### src/cpu_config.svh
`ifndef CPU_CONFIG_SVH
`define CPU_CONFIG_SVH

`define CPU_XLEN     32
`define CPU_NREGS    32
`define CPU_DMEM_AW  8              // data memory word address bits

// instruction fields
`define CPU_F_RD     4:0
`define CPU_F_RJ     9:5
`define CPU_F_RK     14:10
`define CPU_F_SI12   21:10
`define CPU_F_OP3R   31:15
`define CPU_F_OP2RI  31:22

// 3R opcodes in inst[31:15]
`define CPU_OP_ADD_W   17'h00020
`define CPU_OP_SUB_W   17'h00022
`define CPU_OP_SLT     17'h00024
`define CPU_OP_AND     17'h00029
`define CPU_OP_OR      17'h0002a
`define CPU_OP_XOR     17'h0002b

// 2RI12 opcodes in inst[31:22]
`define CPU_OP_ADDI_W  10'h00a
`define CPU_OP_LD_B    10'h0a0
`define CPU_OP_LD_H    10'h0a1
`define CPU_OP_LD_W    10'h0a2
`define CPU_OP_ST_W    10'h0a6
`define CPU_OP_LD_BU   10'h0a8
`define CPU_OP_LD_HU   10'h0a9

`endif

### src/cpu_pkg.sv
`include "cpu_config.svh"

package cpu_pkg;

    typedef logic [`CPU_XLEN-1:0]          word_t;
    typedef logic [$clog2(`CPU_NREGS)-1:0] reg_addr_t;
    typedef logic [`CPU_DMEM_AW-1:0]       dmem_addr_t;   // word address into data sram

    typedef enum logic [2:0] {
        ALU_ADD,
        ALU_SUB,
        ALU_AND,
        ALU_OR,
        ALU_XOR,
        ALU_SLT
    } alu_op_t;

    typedef enum logic [2:0] {
        LD_NONE,
        LD_B,
        LD_H,
        LD_W,
        LD_BU,
        LD_HU
    } ld_kind_t;

    // decode -> execute
    typedef struct packed {
        word_t     pc;
        alu_op_t   alu_op;
        word_t     src1;            // forwarded rj
        word_t     src2;            // forwarded rk or sign-extended imm
        word_t     st_data;         // forwarded rd for st.w
        logic      rf_we;
        reg_addr_t rf_waddr;
        ld_kind_t  ld_kind;
        logic      is_store;
    } id_to_exe_t;

    typedef struct packed {
        word_t     pc;
        word_t     alu_result;
        logic      rf_we;
        reg_addr_t rf_waddr;
        ld_kind_t  ld_kind;
        logic [1:0] addr_low;       // byte offset within the word
    } exe_to_mem_t;

    typedef struct packed {
        word_t     pc;
        logic      rf_we;
        reg_addr_t rf_waddr;
        word_t     rf_wdata;
    } mem_to_wb_t;

    // bypass info from exe, mem and wb back to decode
    typedef struct packed {
        logic      valid_we;
        reg_addr_t waddr;
        word_t     wdata;
        logic      is_load;         // only exe sets this
    } fwd_t;

    typedef struct packed {
        word_t     pc;
        logic      rf_we;
        reg_addr_t rf_waddr;
        word_t     rf_wdata;
    } trace_t;

endpackage

### src/regfile.sv
`timescale 1ns/1ps
`include "cpu_config.svh"

module regfile (
    input  logic               clk,
    input  cpu_pkg::reg_addr_t raddr1,
    output cpu_pkg::word_t     rdata1,
    input  cpu_pkg::reg_addr_t raddr2,
    output cpu_pkg::word_t     rdata2,
    input  logic               we,
    input  cpu_pkg::reg_addr_t waddr,
    input  cpu_pkg::word_t     wdata
);
    import cpu_pkg::*;

    word_t regs [1:`CPU_NREGS-1];   // no storage behind r0

    always_ff @(posedge clk) begin
        if (we && waddr != '0) begin
            regs[waddr] <= wdata;
        end
    end

    // combinational read, r0 hardwired to zero
    assign rdata1 = (raddr1 == '0) ? '0 : regs[raddr1];
    assign rdata2 = (raddr2 == '0) ? '0 : regs[raddr2];

endmodule

### src/id_stage.sv
`timescale 1ns/1ps
`include "cpu_config.svh"

module id_stage (
    input  logic                  clk,
    input  logic                  resetn,
    input  logic                  inst_valid,
    input  cpu_pkg::word_t        inst_pc,
    input  cpu_pkg::word_t        inst,
    output logic                  inst_ready,
    output cpu_pkg::reg_addr_t    rf_raddr1,
    output cpu_pkg::reg_addr_t    rf_raddr2,
    input  cpu_pkg::word_t        rf_rdata1,
    input  cpu_pkg::word_t        rf_rdata2,
    input  cpu_pkg::fwd_t         exe_fwd,
    input  cpu_pkg::fwd_t         mem_fwd,
    input  cpu_pkg::fwd_t         wb_fwd,
    input  logic                  exe_allowin,
    output logic                  id_to_exe_valid,
    output cpu_pkg::id_to_exe_t   id_to_exe
);
    import cpu_pkg::*;

    logic      id_valid;
    logic      rst_done;            // keeps inst_ready low for the first cycle out of reset
    logic      id_ready_go;
    logic      id_allowin;
    logic      id_accept;
    word_t     id_pc;
    word_t     id_inst;

    reg_addr_t rd, rj, rk;
    word_t     imm;
    logic      is_3r, is_addi, is_load, is_store;
    logic      use_src1, use_src2;
    logic      rf_we;
    alu_op_t   alu_op;
    ld_kind_t  ld_kind;
    word_t     src1_val, src2_val;
    logic      load_use;

    // youngest writer wins, r0 never bypassed
    function automatic word_t fwd_pick(input reg_addr_t addr, input word_t rf_val,
                                       input fwd_t e, input fwd_t m, input fwd_t w);
        word_t v;
        v = rf_val;
        if (addr != '0) begin
            if (w.valid_we && w.waddr == addr) v = w.wdata;
            if (m.valid_we && m.waddr == addr) v = m.wdata;
            if (e.valid_we && e.waddr == addr) v = e.wdata;
        end
        return v;
    endfunction

    assign id_allowin      = ~id_valid | (id_ready_go & exe_allowin);
    assign inst_ready      = rst_done & id_allowin;
    assign id_accept       = inst_valid & inst_ready;
    assign id_to_exe_valid = id_valid & id_ready_go;

    always_ff @(posedge clk) begin
        if (!resetn) begin
            rst_done <= 1'b0;
            id_valid <= 1'b0;
        end else begin
            rst_done <= 1'b1;
            if (id_allowin) id_valid <= id_accept;
        end
    end

    always_ff @(posedge clk) begin
        if (id_accept) begin
            id_pc   <= inst_pc;
            id_inst <= inst;
        end
    end

    assign rd  = id_inst[`CPU_F_RD];
    assign rj  = id_inst[`CPU_F_RJ];
    assign rk  = id_inst[`CPU_F_RK];
    assign imm = {{20{id_inst[21]}}, id_inst[`CPU_F_SI12]};

    always_comb begin
        is_3r  = 1'b1;
        alu_op = ALU_ADD;           // loads and stores add base + imm
        case (id_inst[`CPU_F_OP3R])
            `CPU_OP_ADD_W: alu_op = ALU_ADD;
            `CPU_OP_SUB_W: alu_op = ALU_SUB;
            `CPU_OP_SLT:   alu_op = ALU_SLT;
            `CPU_OP_AND:   alu_op = ALU_AND;
            `CPU_OP_OR:    alu_op = ALU_OR;
            `CPU_OP_XOR:   alu_op = ALU_XOR;
            default:       is_3r  = 1'b0;
        endcase
        is_addi  = 1'b0;
        is_store = 1'b0;
        ld_kind  = LD_NONE;
        case (id_inst[`CPU_F_OP2RI])
            `CPU_OP_ADDI_W: is_addi  = 1'b1;
            `CPU_OP_LD_B:   ld_kind  = LD_B;
            `CPU_OP_LD_H:   ld_kind  = LD_H;
            `CPU_OP_LD_W:   ld_kind  = LD_W;
            `CPU_OP_LD_BU:  ld_kind  = LD_BU;
            `CPU_OP_LD_HU:  ld_kind  = LD_HU;
            `CPU_OP_ST_W:   is_store = 1'b1;
            default: ;                          // unknown op retires as a no-op
        endcase
    end

    assign is_load  = (ld_kind != LD_NONE);
    assign use_src1 = is_3r | is_addi | is_load | is_store;
    assign use_src2 = is_3r | is_store;
    assign rf_we    = (is_3r | is_addi | is_load) & (rd != '0);   // r0 writes dropped here

    assign rf_raddr1 = rj;
    assign rf_raddr2 = is_store ? rd : rk;     // st.w reads its data from rd

    assign src1_val = fwd_pick(rf_raddr1, rf_rdata1, exe_fwd, mem_fwd, wb_fwd);
    assign src2_val = fwd_pick(rf_raddr2, rf_rdata2, exe_fwd, mem_fwd, wb_fwd);

    // load still in exe, its data is not there yet
    assign load_use = exe_fwd.valid_we & exe_fwd.is_load & (exe_fwd.waddr != '0)
                    & ((use_src1 & (rf_raddr1 == exe_fwd.waddr))
                    |  (use_src2 & (rf_raddr2 == exe_fwd.waddr)));
    assign id_ready_go = ~load_use;

    always_comb begin
        id_to_exe.pc       = id_pc;
        id_to_exe.alu_op   = alu_op;
        id_to_exe.src1     = src1_val;
        id_to_exe.src2     = is_3r ? src2_val : imm;
        id_to_exe.st_data  = src2_val;
        id_to_exe.rf_we    = rf_we;
        id_to_exe.rf_waddr = rd;
        id_to_exe.ld_kind  = ld_kind;
        id_to_exe.is_store = is_store;
    end

endmodule

### src/exe_stage.sv
`timescale 1ns/1ps
`include "cpu_config.svh"

module exe_stage (
    input  logic                  clk,
    input  logic                  resetn,
    input  logic                  id_to_exe_valid,
    input  cpu_pkg::id_to_exe_t   id_to_exe,
    output logic                  exe_allowin,
    input  logic                  mem_allowin,
    output logic                  exe_to_mem_valid,
    output cpu_pkg::exe_to_mem_t  exe_to_mem,
    output cpu_pkg::fwd_t         exe_fwd,
    output logic                  data_sram_en,
    output logic [3:0]            data_sram_we,
    output cpu_pkg::dmem_addr_t   data_sram_addr,
    output cpu_pkg::word_t        data_sram_wdata
);
    import cpu_pkg::*;

    logic       exe_valid;
    logic       exe_ready_go;
    id_to_exe_t exe_r;
    word_t      alu_result;
    logic       is_load;

    assign exe_ready_go     = 1'b1;    // sram request always taken in one cycle
    assign exe_allowin      = ~exe_valid | (exe_ready_go & mem_allowin);
    assign exe_to_mem_valid = exe_valid & exe_ready_go;

    always_ff @(posedge clk) begin
        if (!resetn) begin
            exe_valid <= 1'b0;
        end else if (exe_allowin) begin
            exe_valid <= id_to_exe_valid;
        end
    end

    always_ff @(posedge clk) begin
        if (id_to_exe_valid && exe_allowin) begin
            exe_r <= id_to_exe;
        end
    end

    always_comb begin
        case (exe_r.alu_op)
            ALU_ADD: alu_result = exe_r.src1 + exe_r.src2;
            ALU_SUB: alu_result = exe_r.src1 - exe_r.src2;
            ALU_AND: alu_result = exe_r.src1 & exe_r.src2;
            ALU_OR:  alu_result = exe_r.src1 | exe_r.src2;
            ALU_XOR: alu_result = exe_r.src1 ^ exe_r.src2;
            ALU_SLT: alu_result = {31'b0, $signed(exe_r.src1) < $signed(exe_r.src2)};
            default: alu_result = '0;
        endcase
    end

    assign is_load = (exe_r.ld_kind != LD_NONE);

    // data comes back next cycle, while the load is in mem
    assign data_sram_en    = exe_valid & (is_load | exe_r.is_store);
    assign data_sram_we    = {4{exe_valid & exe_r.is_store}};     // st.w only, all lanes
    assign data_sram_addr  = alu_result[`CPU_DMEM_AW+1:2];
    assign data_sram_wdata = exe_r.st_data;

    always_comb begin
        exe_to_mem.pc         = exe_r.pc;
        exe_to_mem.alu_result = alu_result;
        exe_to_mem.rf_we      = exe_r.rf_we;
        exe_to_mem.rf_waddr   = exe_r.rf_waddr;
        exe_to_mem.ld_kind    = exe_r.ld_kind;
        exe_to_mem.addr_low   = alu_result[1:0];
    end

    assign exe_fwd.valid_we = exe_valid & exe_r.rf_we;
    assign exe_fwd.waddr    = exe_r.rf_waddr;
    assign exe_fwd.wdata    = alu_result;       // not the value yet for a load
    assign exe_fwd.is_load  = is_load;

endmodule

### src/mem_stage.sv
`timescale 1ns/1ps

module mem_stage (
    input  logic                  clk,
    input  logic                  resetn,
    input  logic                  exe_to_mem_valid,
    input  cpu_pkg::exe_to_mem_t  exe_to_mem,
    output logic                  mem_allowin,
    input  logic                  wb_allowin,
    output logic                  mem_to_wb_valid,
    output cpu_pkg::mem_to_wb_t   mem_to_wb,
    output cpu_pkg::fwd_t         mem_fwd,
    input  cpu_pkg::word_t        data_sram_rdata
);
    import cpu_pkg::*;

    logic        mem_valid;
    logic        mem_ready_go;
    exe_to_mem_t mem_r;
    logic [7:0]  ld_byte;
    logic [15:0] ld_half;
    word_t       ld_result;
    word_t       rf_wdata;

    assign mem_ready_go    = 1'b1;
    assign mem_allowin     = ~mem_valid | (mem_ready_go & wb_allowin);
    assign mem_to_wb_valid = mem_valid & mem_ready_go;

    always_ff @(posedge clk) begin
        if (!resetn) begin
            mem_valid <= 1'b0;
        end else if (mem_allowin) begin
            mem_valid <= exe_to_mem_valid;
        end
    end

    always_ff @(posedge clk) begin
        if (exe_to_mem_valid && mem_allowin) begin
            mem_r <= exe_to_mem;
        end
    end

    always_comb begin
        case (mem_r.addr_low)
            2'd0: ld_byte = data_sram_rdata[7:0];
            2'd1: ld_byte = data_sram_rdata[15:8];
            2'd2: ld_byte = data_sram_rdata[23:16];
            default: ld_byte = data_sram_rdata[31:24];
        endcase
    end

    assign ld_half = mem_r.addr_low[1] ? data_sram_rdata[31:16] : data_sram_rdata[15:0];

    always_comb begin
        case (mem_r.ld_kind)
            LD_B:    ld_result = {{24{ld_byte[7]}}, ld_byte};
            LD_BU:   ld_result = {24'b0, ld_byte};
            LD_H:    ld_result = {{16{ld_half[15]}}, ld_half};
            LD_HU:   ld_result = {16'b0, ld_half};
            default: ld_result = data_sram_rdata;           // ld.w
        endcase
    end

    assign rf_wdata = (mem_r.ld_kind == LD_NONE) ? mem_r.alu_result : ld_result;

    always_comb begin
        mem_to_wb.pc       = mem_r.pc;
        mem_to_wb.rf_we    = mem_r.rf_we;
        mem_to_wb.rf_waddr = mem_r.rf_waddr;
        mem_to_wb.rf_wdata = rf_wdata;
    end

    assign mem_fwd.valid_we = mem_valid & mem_r.rf_we;
    assign mem_fwd.waddr    = mem_r.rf_waddr;
    assign mem_fwd.wdata    = rf_wdata;     // load data already resolved here
    assign mem_fwd.is_load  = 1'b0;

endmodule

### src/wb_stage.sv
`timescale 1ns/1ps

module wb_stage (
    input  logic                  clk,
    input  logic                  resetn,
    input  logic                  mem_to_wb_valid,
    input  cpu_pkg::mem_to_wb_t   mem_to_wb,
    output logic                  wb_allowin,
    output logic                  rf_we,
    output cpu_pkg::reg_addr_t    rf_waddr,
    output cpu_pkg::word_t        rf_wdata,
    output cpu_pkg::fwd_t         wb_fwd,
    output logic                  trace_valid,
    output cpu_pkg::trace_t       trace
);
    import cpu_pkg::*;

    logic       wb_valid;
    logic       wb_ready_go;
    mem_to_wb_t wb_r;

    assign wb_ready_go = 1'b1;                 // trace has no back-pressure
    assign wb_allowin  = ~wb_valid | wb_ready_go;

    always_ff @(posedge clk) begin
        if (!resetn) begin
            wb_valid <= 1'b0;
        end else if (wb_allowin) begin
            wb_valid <= mem_to_wb_valid;
        end
    end

    always_ff @(posedge clk) begin
        if (mem_to_wb_valid && wb_allowin) begin
            wb_r <= mem_to_wb;
        end
    end

    assign rf_we    = wb_valid & wb_r.rf_we;
    assign rf_waddr = wb_r.rf_waddr;
    assign rf_wdata = wb_r.rf_wdata;

    // rf write lands at the end of this cycle, so decode still needs the bypass
    assign wb_fwd.valid_we = rf_we;
    assign wb_fwd.waddr    = wb_r.rf_waddr;
    assign wb_fwd.wdata    = wb_r.rf_wdata;
    assign wb_fwd.is_load  = 1'b0;

    assign trace_valid    = wb_valid;
    assign trace.pc       = wb_r.pc;
    assign trace.rf_we    = wb_r.rf_we;
    assign trace.rf_waddr = wb_r.rf_waddr;
    assign trace.rf_wdata = wb_r.rf_wdata;

endmodule

### src/cpu_core.sv
`timescale 1ns/1ps

module cpu_core (
    input  logic                clk,
    input  logic                resetn,
    input  logic                inst_valid,
    input  cpu_pkg::word_t      inst_pc,
    input  cpu_pkg::word_t      inst,
    output logic                inst_ready,
    output logic                data_sram_en,
    output logic [3:0]          data_sram_we,
    output cpu_pkg::dmem_addr_t data_sram_addr,
    output cpu_pkg::word_t      data_sram_wdata,
    input  cpu_pkg::word_t      data_sram_rdata,
    output logic                trace_valid,
    output cpu_pkg::trace_t     trace
);
    import cpu_pkg::*;

    logic        id_to_exe_valid, exe_allowin;
    logic        exe_to_mem_valid, mem_allowin;
    logic        mem_to_wb_valid, wb_allowin;
    id_to_exe_t  id_to_exe;
    exe_to_mem_t exe_to_mem;
    mem_to_wb_t  mem_to_wb;
    fwd_t        exe_fwd, mem_fwd, wb_fwd;

    reg_addr_t   rf_raddr1, rf_raddr2, rf_waddr;
    word_t       rf_rdata1, rf_rdata2, rf_wdata;
    logic        rf_we;

    id_stage u_id (
        .clk, .resetn,
        .inst_valid, .inst_pc, .inst, .inst_ready,
        .rf_raddr1, .rf_raddr2, .rf_rdata1, .rf_rdata2,
        .exe_fwd, .mem_fwd, .wb_fwd,
        .exe_allowin, .id_to_exe_valid, .id_to_exe
    );

    exe_stage u_exe (
        .clk, .resetn,
        .id_to_exe_valid, .id_to_exe, .exe_allowin,
        .mem_allowin, .exe_to_mem_valid, .exe_to_mem, .exe_fwd,
        .data_sram_en, .data_sram_we, .data_sram_addr, .data_sram_wdata
    );

    mem_stage u_mem (
        .clk, .resetn,
        .exe_to_mem_valid, .exe_to_mem, .mem_allowin,
        .wb_allowin, .mem_to_wb_valid, .mem_to_wb, .mem_fwd,
        .data_sram_rdata
    );

    wb_stage u_wb (
        .clk, .resetn,
        .mem_to_wb_valid, .mem_to_wb, .wb_allowin,
        .rf_we, .rf_waddr, .rf_wdata, .wb_fwd,
        .trace_valid, .trace
    );

    regfile u_rf (
        .clk,
        .raddr1 (rf_raddr1),
        .rdata1 (rf_rdata1),
        .raddr2 (rf_raddr2),
        .rdata2 (rf_rdata2),
        .we     (rf_we),
        .waddr  (rf_waddr),
        .wdata  (rf_wdata)
    );

endmodule

### config.mk
export PLATFORM = sky130hd
export DESIGN_NAME = cpu_core
export DESIGN_NICKNAME = d
export VERILOG_FILES = /design/src/cpu_pkg.sv /design/src/regfile.sv /design/src/id_stage.sv /design/src/exe_stage.sv /design/src/mem_stage.sv /design/src/wb_stage.sv /design/src/cpu_core.sv
export VERILOG_INCLUDE_DIRS = /design/src
export SDC_FILE = /design/constraint.sdc
export NUM_CORES = 2
export LEC_CHECK = 0
export ABC_CLOCK_PERIOD_IN_PS = 10600
export BUFFER_PORTS_ARGS = -buffer_cell sky130_fd_sc_hd__buf_2
export CAP_MARGIN = 10
export CORE_MARGIN = 5
export CORE_UTILIZATION = 56
export DETAILED_ROUTE_END_ITERATION = 7
export GPL_ROUTABILITY_DRIVEN = 0
export GPL_TIMING_DRIVEN = 1
export PLACE_DENSITY = 0.7
export SETUP_SLACK_MARGIN = 0.15
export SYNTH_ARGS = -nofsm -noshare
export SYNTH_HDL_FRONTEND = slang
export SYNTH_SLANG_ARGS = --single-unit
### constraint.sdc
create_clock -name clk -period 10.6 [get_ports clk]
set_clock_uncertainty 0.2 [all_clocks]
set_input_delay 2.12 -clock clk [delete_from_list [all_inputs] [get_ports clk]]
set_output_delay 2.12 -clock clk [all_outputs]
set_load 0.1 [all_outputs]
==> impl_results.md <==
* Status: completed
* Fraction of registers with async set/reset at 0%
* Final WS setup at 3.78 ns
* R2R Path End: u_exe.exe_r[63]
* Multi-input logic area at 0.0255 mm2
* Final instance area at 0.0752 mm2
* Buffers on Ports at 215
* Via/cell ratio at 7.18
* DRT iter0 DRCs at 8906
* PwrDens at 158 mW/mm2
* Final setup viols at 0
* Maxcap violations at 0
* Reg clk slew, reported paths at 0.08 ns
* Fmax achieved at 147 MHz
* Register-to-register setup slack at 4.40 ns
* Site Rows at 128
* Clock Power Share at 40.9%
* Post-synth cell types at 104
* FF+latch count, synth at 1350
* Final ANT Viol Nets at 0
* Worst skew pair latency at 0.79 ns
* Critical path capture point type: output port
* Post-synth top area share at 59.1%
* Top_reg_cell synth: edfxtp_1
* Synth Net Count at 5433
* Max VDD drop at 0.000146 V
* Die width at 359 um
* Setup CP Type: reg -> out
* Drt pass-1 iters at 8
* Hold_ws at 0.214 ns
* Critical Path AT at 4.50 ns
* Nets at 5529
* R2R cell count at 11
* Via count at 50713
* Fin crit period at 6.82 ns
* Synth top cells by count: 1340 x edfxtp_1, 734 x nand2_1, 301 x a21oi_1
* Area leader, netlist: edfxtp_1
* FF-to-FF Start: u_id.id_inst[31]
* Lkg Pwr at 26.0 nW
* # hold bufs at CTS at 0
* Detailed Place HPWL at 146000 um
* First-pass GRT wire length at 337000 um
* Final period util at 64.3%
* Chip height at 359 um
* Crit path to: inst_ready
* Layout Area Growth over Synthesis at 10.4%
* Post-Route WL at 238000 um
* Largest net degree at the start of global routing at 139
* I/O pin total at 216
* Synth top area cells: edfxtp_1 59%, mux4_2 9.4%, nand2_1 4.0%
* Slew @ Worst Pin at 1.34 ns
* Layout cell share with drive strength beyond 1 at 17.8%
* Initial antenna violation count at 15
* Setup_tns at 0 ns
* Die footprint at 0.129 mm2
* Top-count cell post-synth: edfxtp_1
* RSZ-0062 raised after global routing: no
* Total global routing overflow at 0
* EDFF count, synth at 1340
* HP Class: reg -> reg
* Slew HR at 9.79%
* M1 WL at 80400 um
* Initial Util at 56.2%
* Residual DRC count at 0
* GRT Util Overall at 36.5%
* Fin. max-slew vios at 0
* Cells after DPL at 6806
* Synth Cell Area at 0.0681 mm2
* Worst path required time at 8.28 ns
* Post-Syn Instances at 5228
* Clk sinks at 1350
* Gate power share at 9.2%
* Vias in the first global route at 48005
* WL met2 at 104000 um
* Final Hold Fails at 0
* Post-CTS Setup Bufs at 0
* Total net switching power at 0.00292 W
* Avg Inst Size Synth at 13.0 um2
* TritonCTS Buffers at 140
* Part of the power in registers at 50.0%
* Net Sw Frac at 24.6%
* Core area at 0.121 mm2
* CTS H-tree lvls at 4
* CTS root buf: clkbuf_16
* Wire per inst at 33.7 um
* Worst Setup SP: u_id.id_inst[31]
* Placed Area at 0.0708 mm2
* Sequential element share of the synthesized area at 59.4%
* Cell Count, Final, Fillers Out at 7067
* Post-CTS Resized at 0
* Max Used Layer: met5
* Met3 wire length at 36800 um
* Register area at 0.0405 mm2
* Clock buffer depth at 3
* TritonCTS clock tree: built
* Worst Path Max Fanout at 19
* Int Pwr at 0.00894 W
* Fill cells at 9069
* Startpoint types: flip-flop
* Place WS at 4.75 ns
* Syn. warnings at 0
[flip-flops by register name, indices dropped and copies added (netlist names), named ones only]
name and count:
u_exe.data_sram_wdata 32, u_exe.exe_fwd 5, u_exe.exe_r 68, u_exe.exe_to_mem 36
u_exe.exe_to_mem_valid 1, u_id.id_inst 32, u_id.id_pc 32, u_id.id_valid 1
u_id.rst_done 1, u_mem.mem_fwd 5, u_mem.mem_r 35, u_mem.mem_to_wb 33
u_mem.mem_to_wb_valid 1, u_rf.regs 992, u_wb.rf_waddr 5, u_wb.rf_wdata 32
u_wb.trace 33, u_wb.trace_valid 1
[worst min path at each step]
stage	startpoint	end	slack [ns]	cells after the start
floorplan	u_id.id_pc[0]	u_exe.exe_to_mem[43]	0.20	0
global placement	u_exe.exe_to_mem[53]	u_mem.mem_to_wb[48]	0.20	0
detailed placement	u_id.id_pc[25]	u_exe.exe_to_mem[68]	0.20	0
CTS	u_mem.mem_to_wb[58]	u_wb.trace[58]	0.22	0
global route	u_exe.exe_to_mem[72]	u_mem.mem_to_wb[67]	0.22	0
finish	u_exe.exe_to_mem[70]	u_mem.mem_to_wb[65]	0.21	0
[worst max-delay path, stage by stage, from the launching register on]
cell	delay [ns]
edfxtp_1	0.41
nor2_1	0.72
nand4_4	0.67
and3_1	0.44
o2111ai_1	0.32
a2111oi_0	0.15
o211ai_1	0.33
and2_1	0.22
buf_2	0.44
[metrics by stage]
stage                     utilization [%]  power (W)
after floorplan                         -    0.00673
final                                62.0     0.0119
after detailed placement             58.4    0.00708
after global routing                 62.0     0.0121
after CTS                            62.0     0.0118
after global placement               58.4    0.00707
[cell usage in the layout (no fill, tap or decap), types with 14 or more instances in the layout]
cell       instances
nand2_1          733
nor3_1            57
and3_1            63
a31oi_1           93
nor2_1           260
nand2b_1          20
a21oi_1          300
o2111ai_1         18
o22ai_1           48
mux2i_1          231
or3_1             15
o211ai_1          38
o21ai_0          176
a2111oi_0         20
nor2_4            31
clkbuf_1          28
a211oi_1         109
buf_4            140
nand4_1           25
nand3_1          133
a32oi_1           48
a22oi_1           52
o21bai_1          23
nor4_1            33
xnor2_1           33
a21o_1            31
ha_1             104
clkinv_2          18
buf_2            216
inv_1            130
and2_1            25
mux4_2           284
edfxtp_1        1340
xor2_1            17
clkbuf_16        145
mux2_2            14
clkinv_1          33
a221oi_1          20
[routing by layer]
layer	track usage (%)	vias up
met5	0	-
met4	22.3	12
met3	12.3	1030
met2	53.6	4383
met1	47.2	24747
li1	-	20541
[power by group through the flow]
stage          Clock (W)  Sequential [W]  Combinational [W]
5_1_grt          0.00509         0.00593            0.00113
3_5_place_dp           0         0.00604            0.00105
4_1_cts          0.00486         0.00592            0.00105
6_report         0.00485         0.00593            0.00109
3_3_place_gp           0         0.00604            0.00104
2_1_floorplan          0         0.00602           0.000714
[cells by family (layout without fill, tap and decap cells)]
logic type	count (synthesis)	after routing	share of synthesized area [%]
buf+inv	541	746	3.68
mux	529	529	13.0
xor+xnor	50	50	0.643
compound gates	1167	1167	11.5
fa+ha+maj	106	106	1.97
other cells	0	9	0
simple gates	1485	1485	9.76
flops	1350	1350	59.4
[layout make-up]
class / count / area share [%]
diodes: 9 / 0.0300
clock buffers: 174 / 4.98
clock inverters: 77 / 0.885
inverters: 133 / 0.666
multi-input cells: 3337 / 33.9
flip-flops and latches: 1350 / 53.8
well taps: 1625 / 2.70
repair buffers: 362 / 2.98
Power figures use the tool's default switching activity.
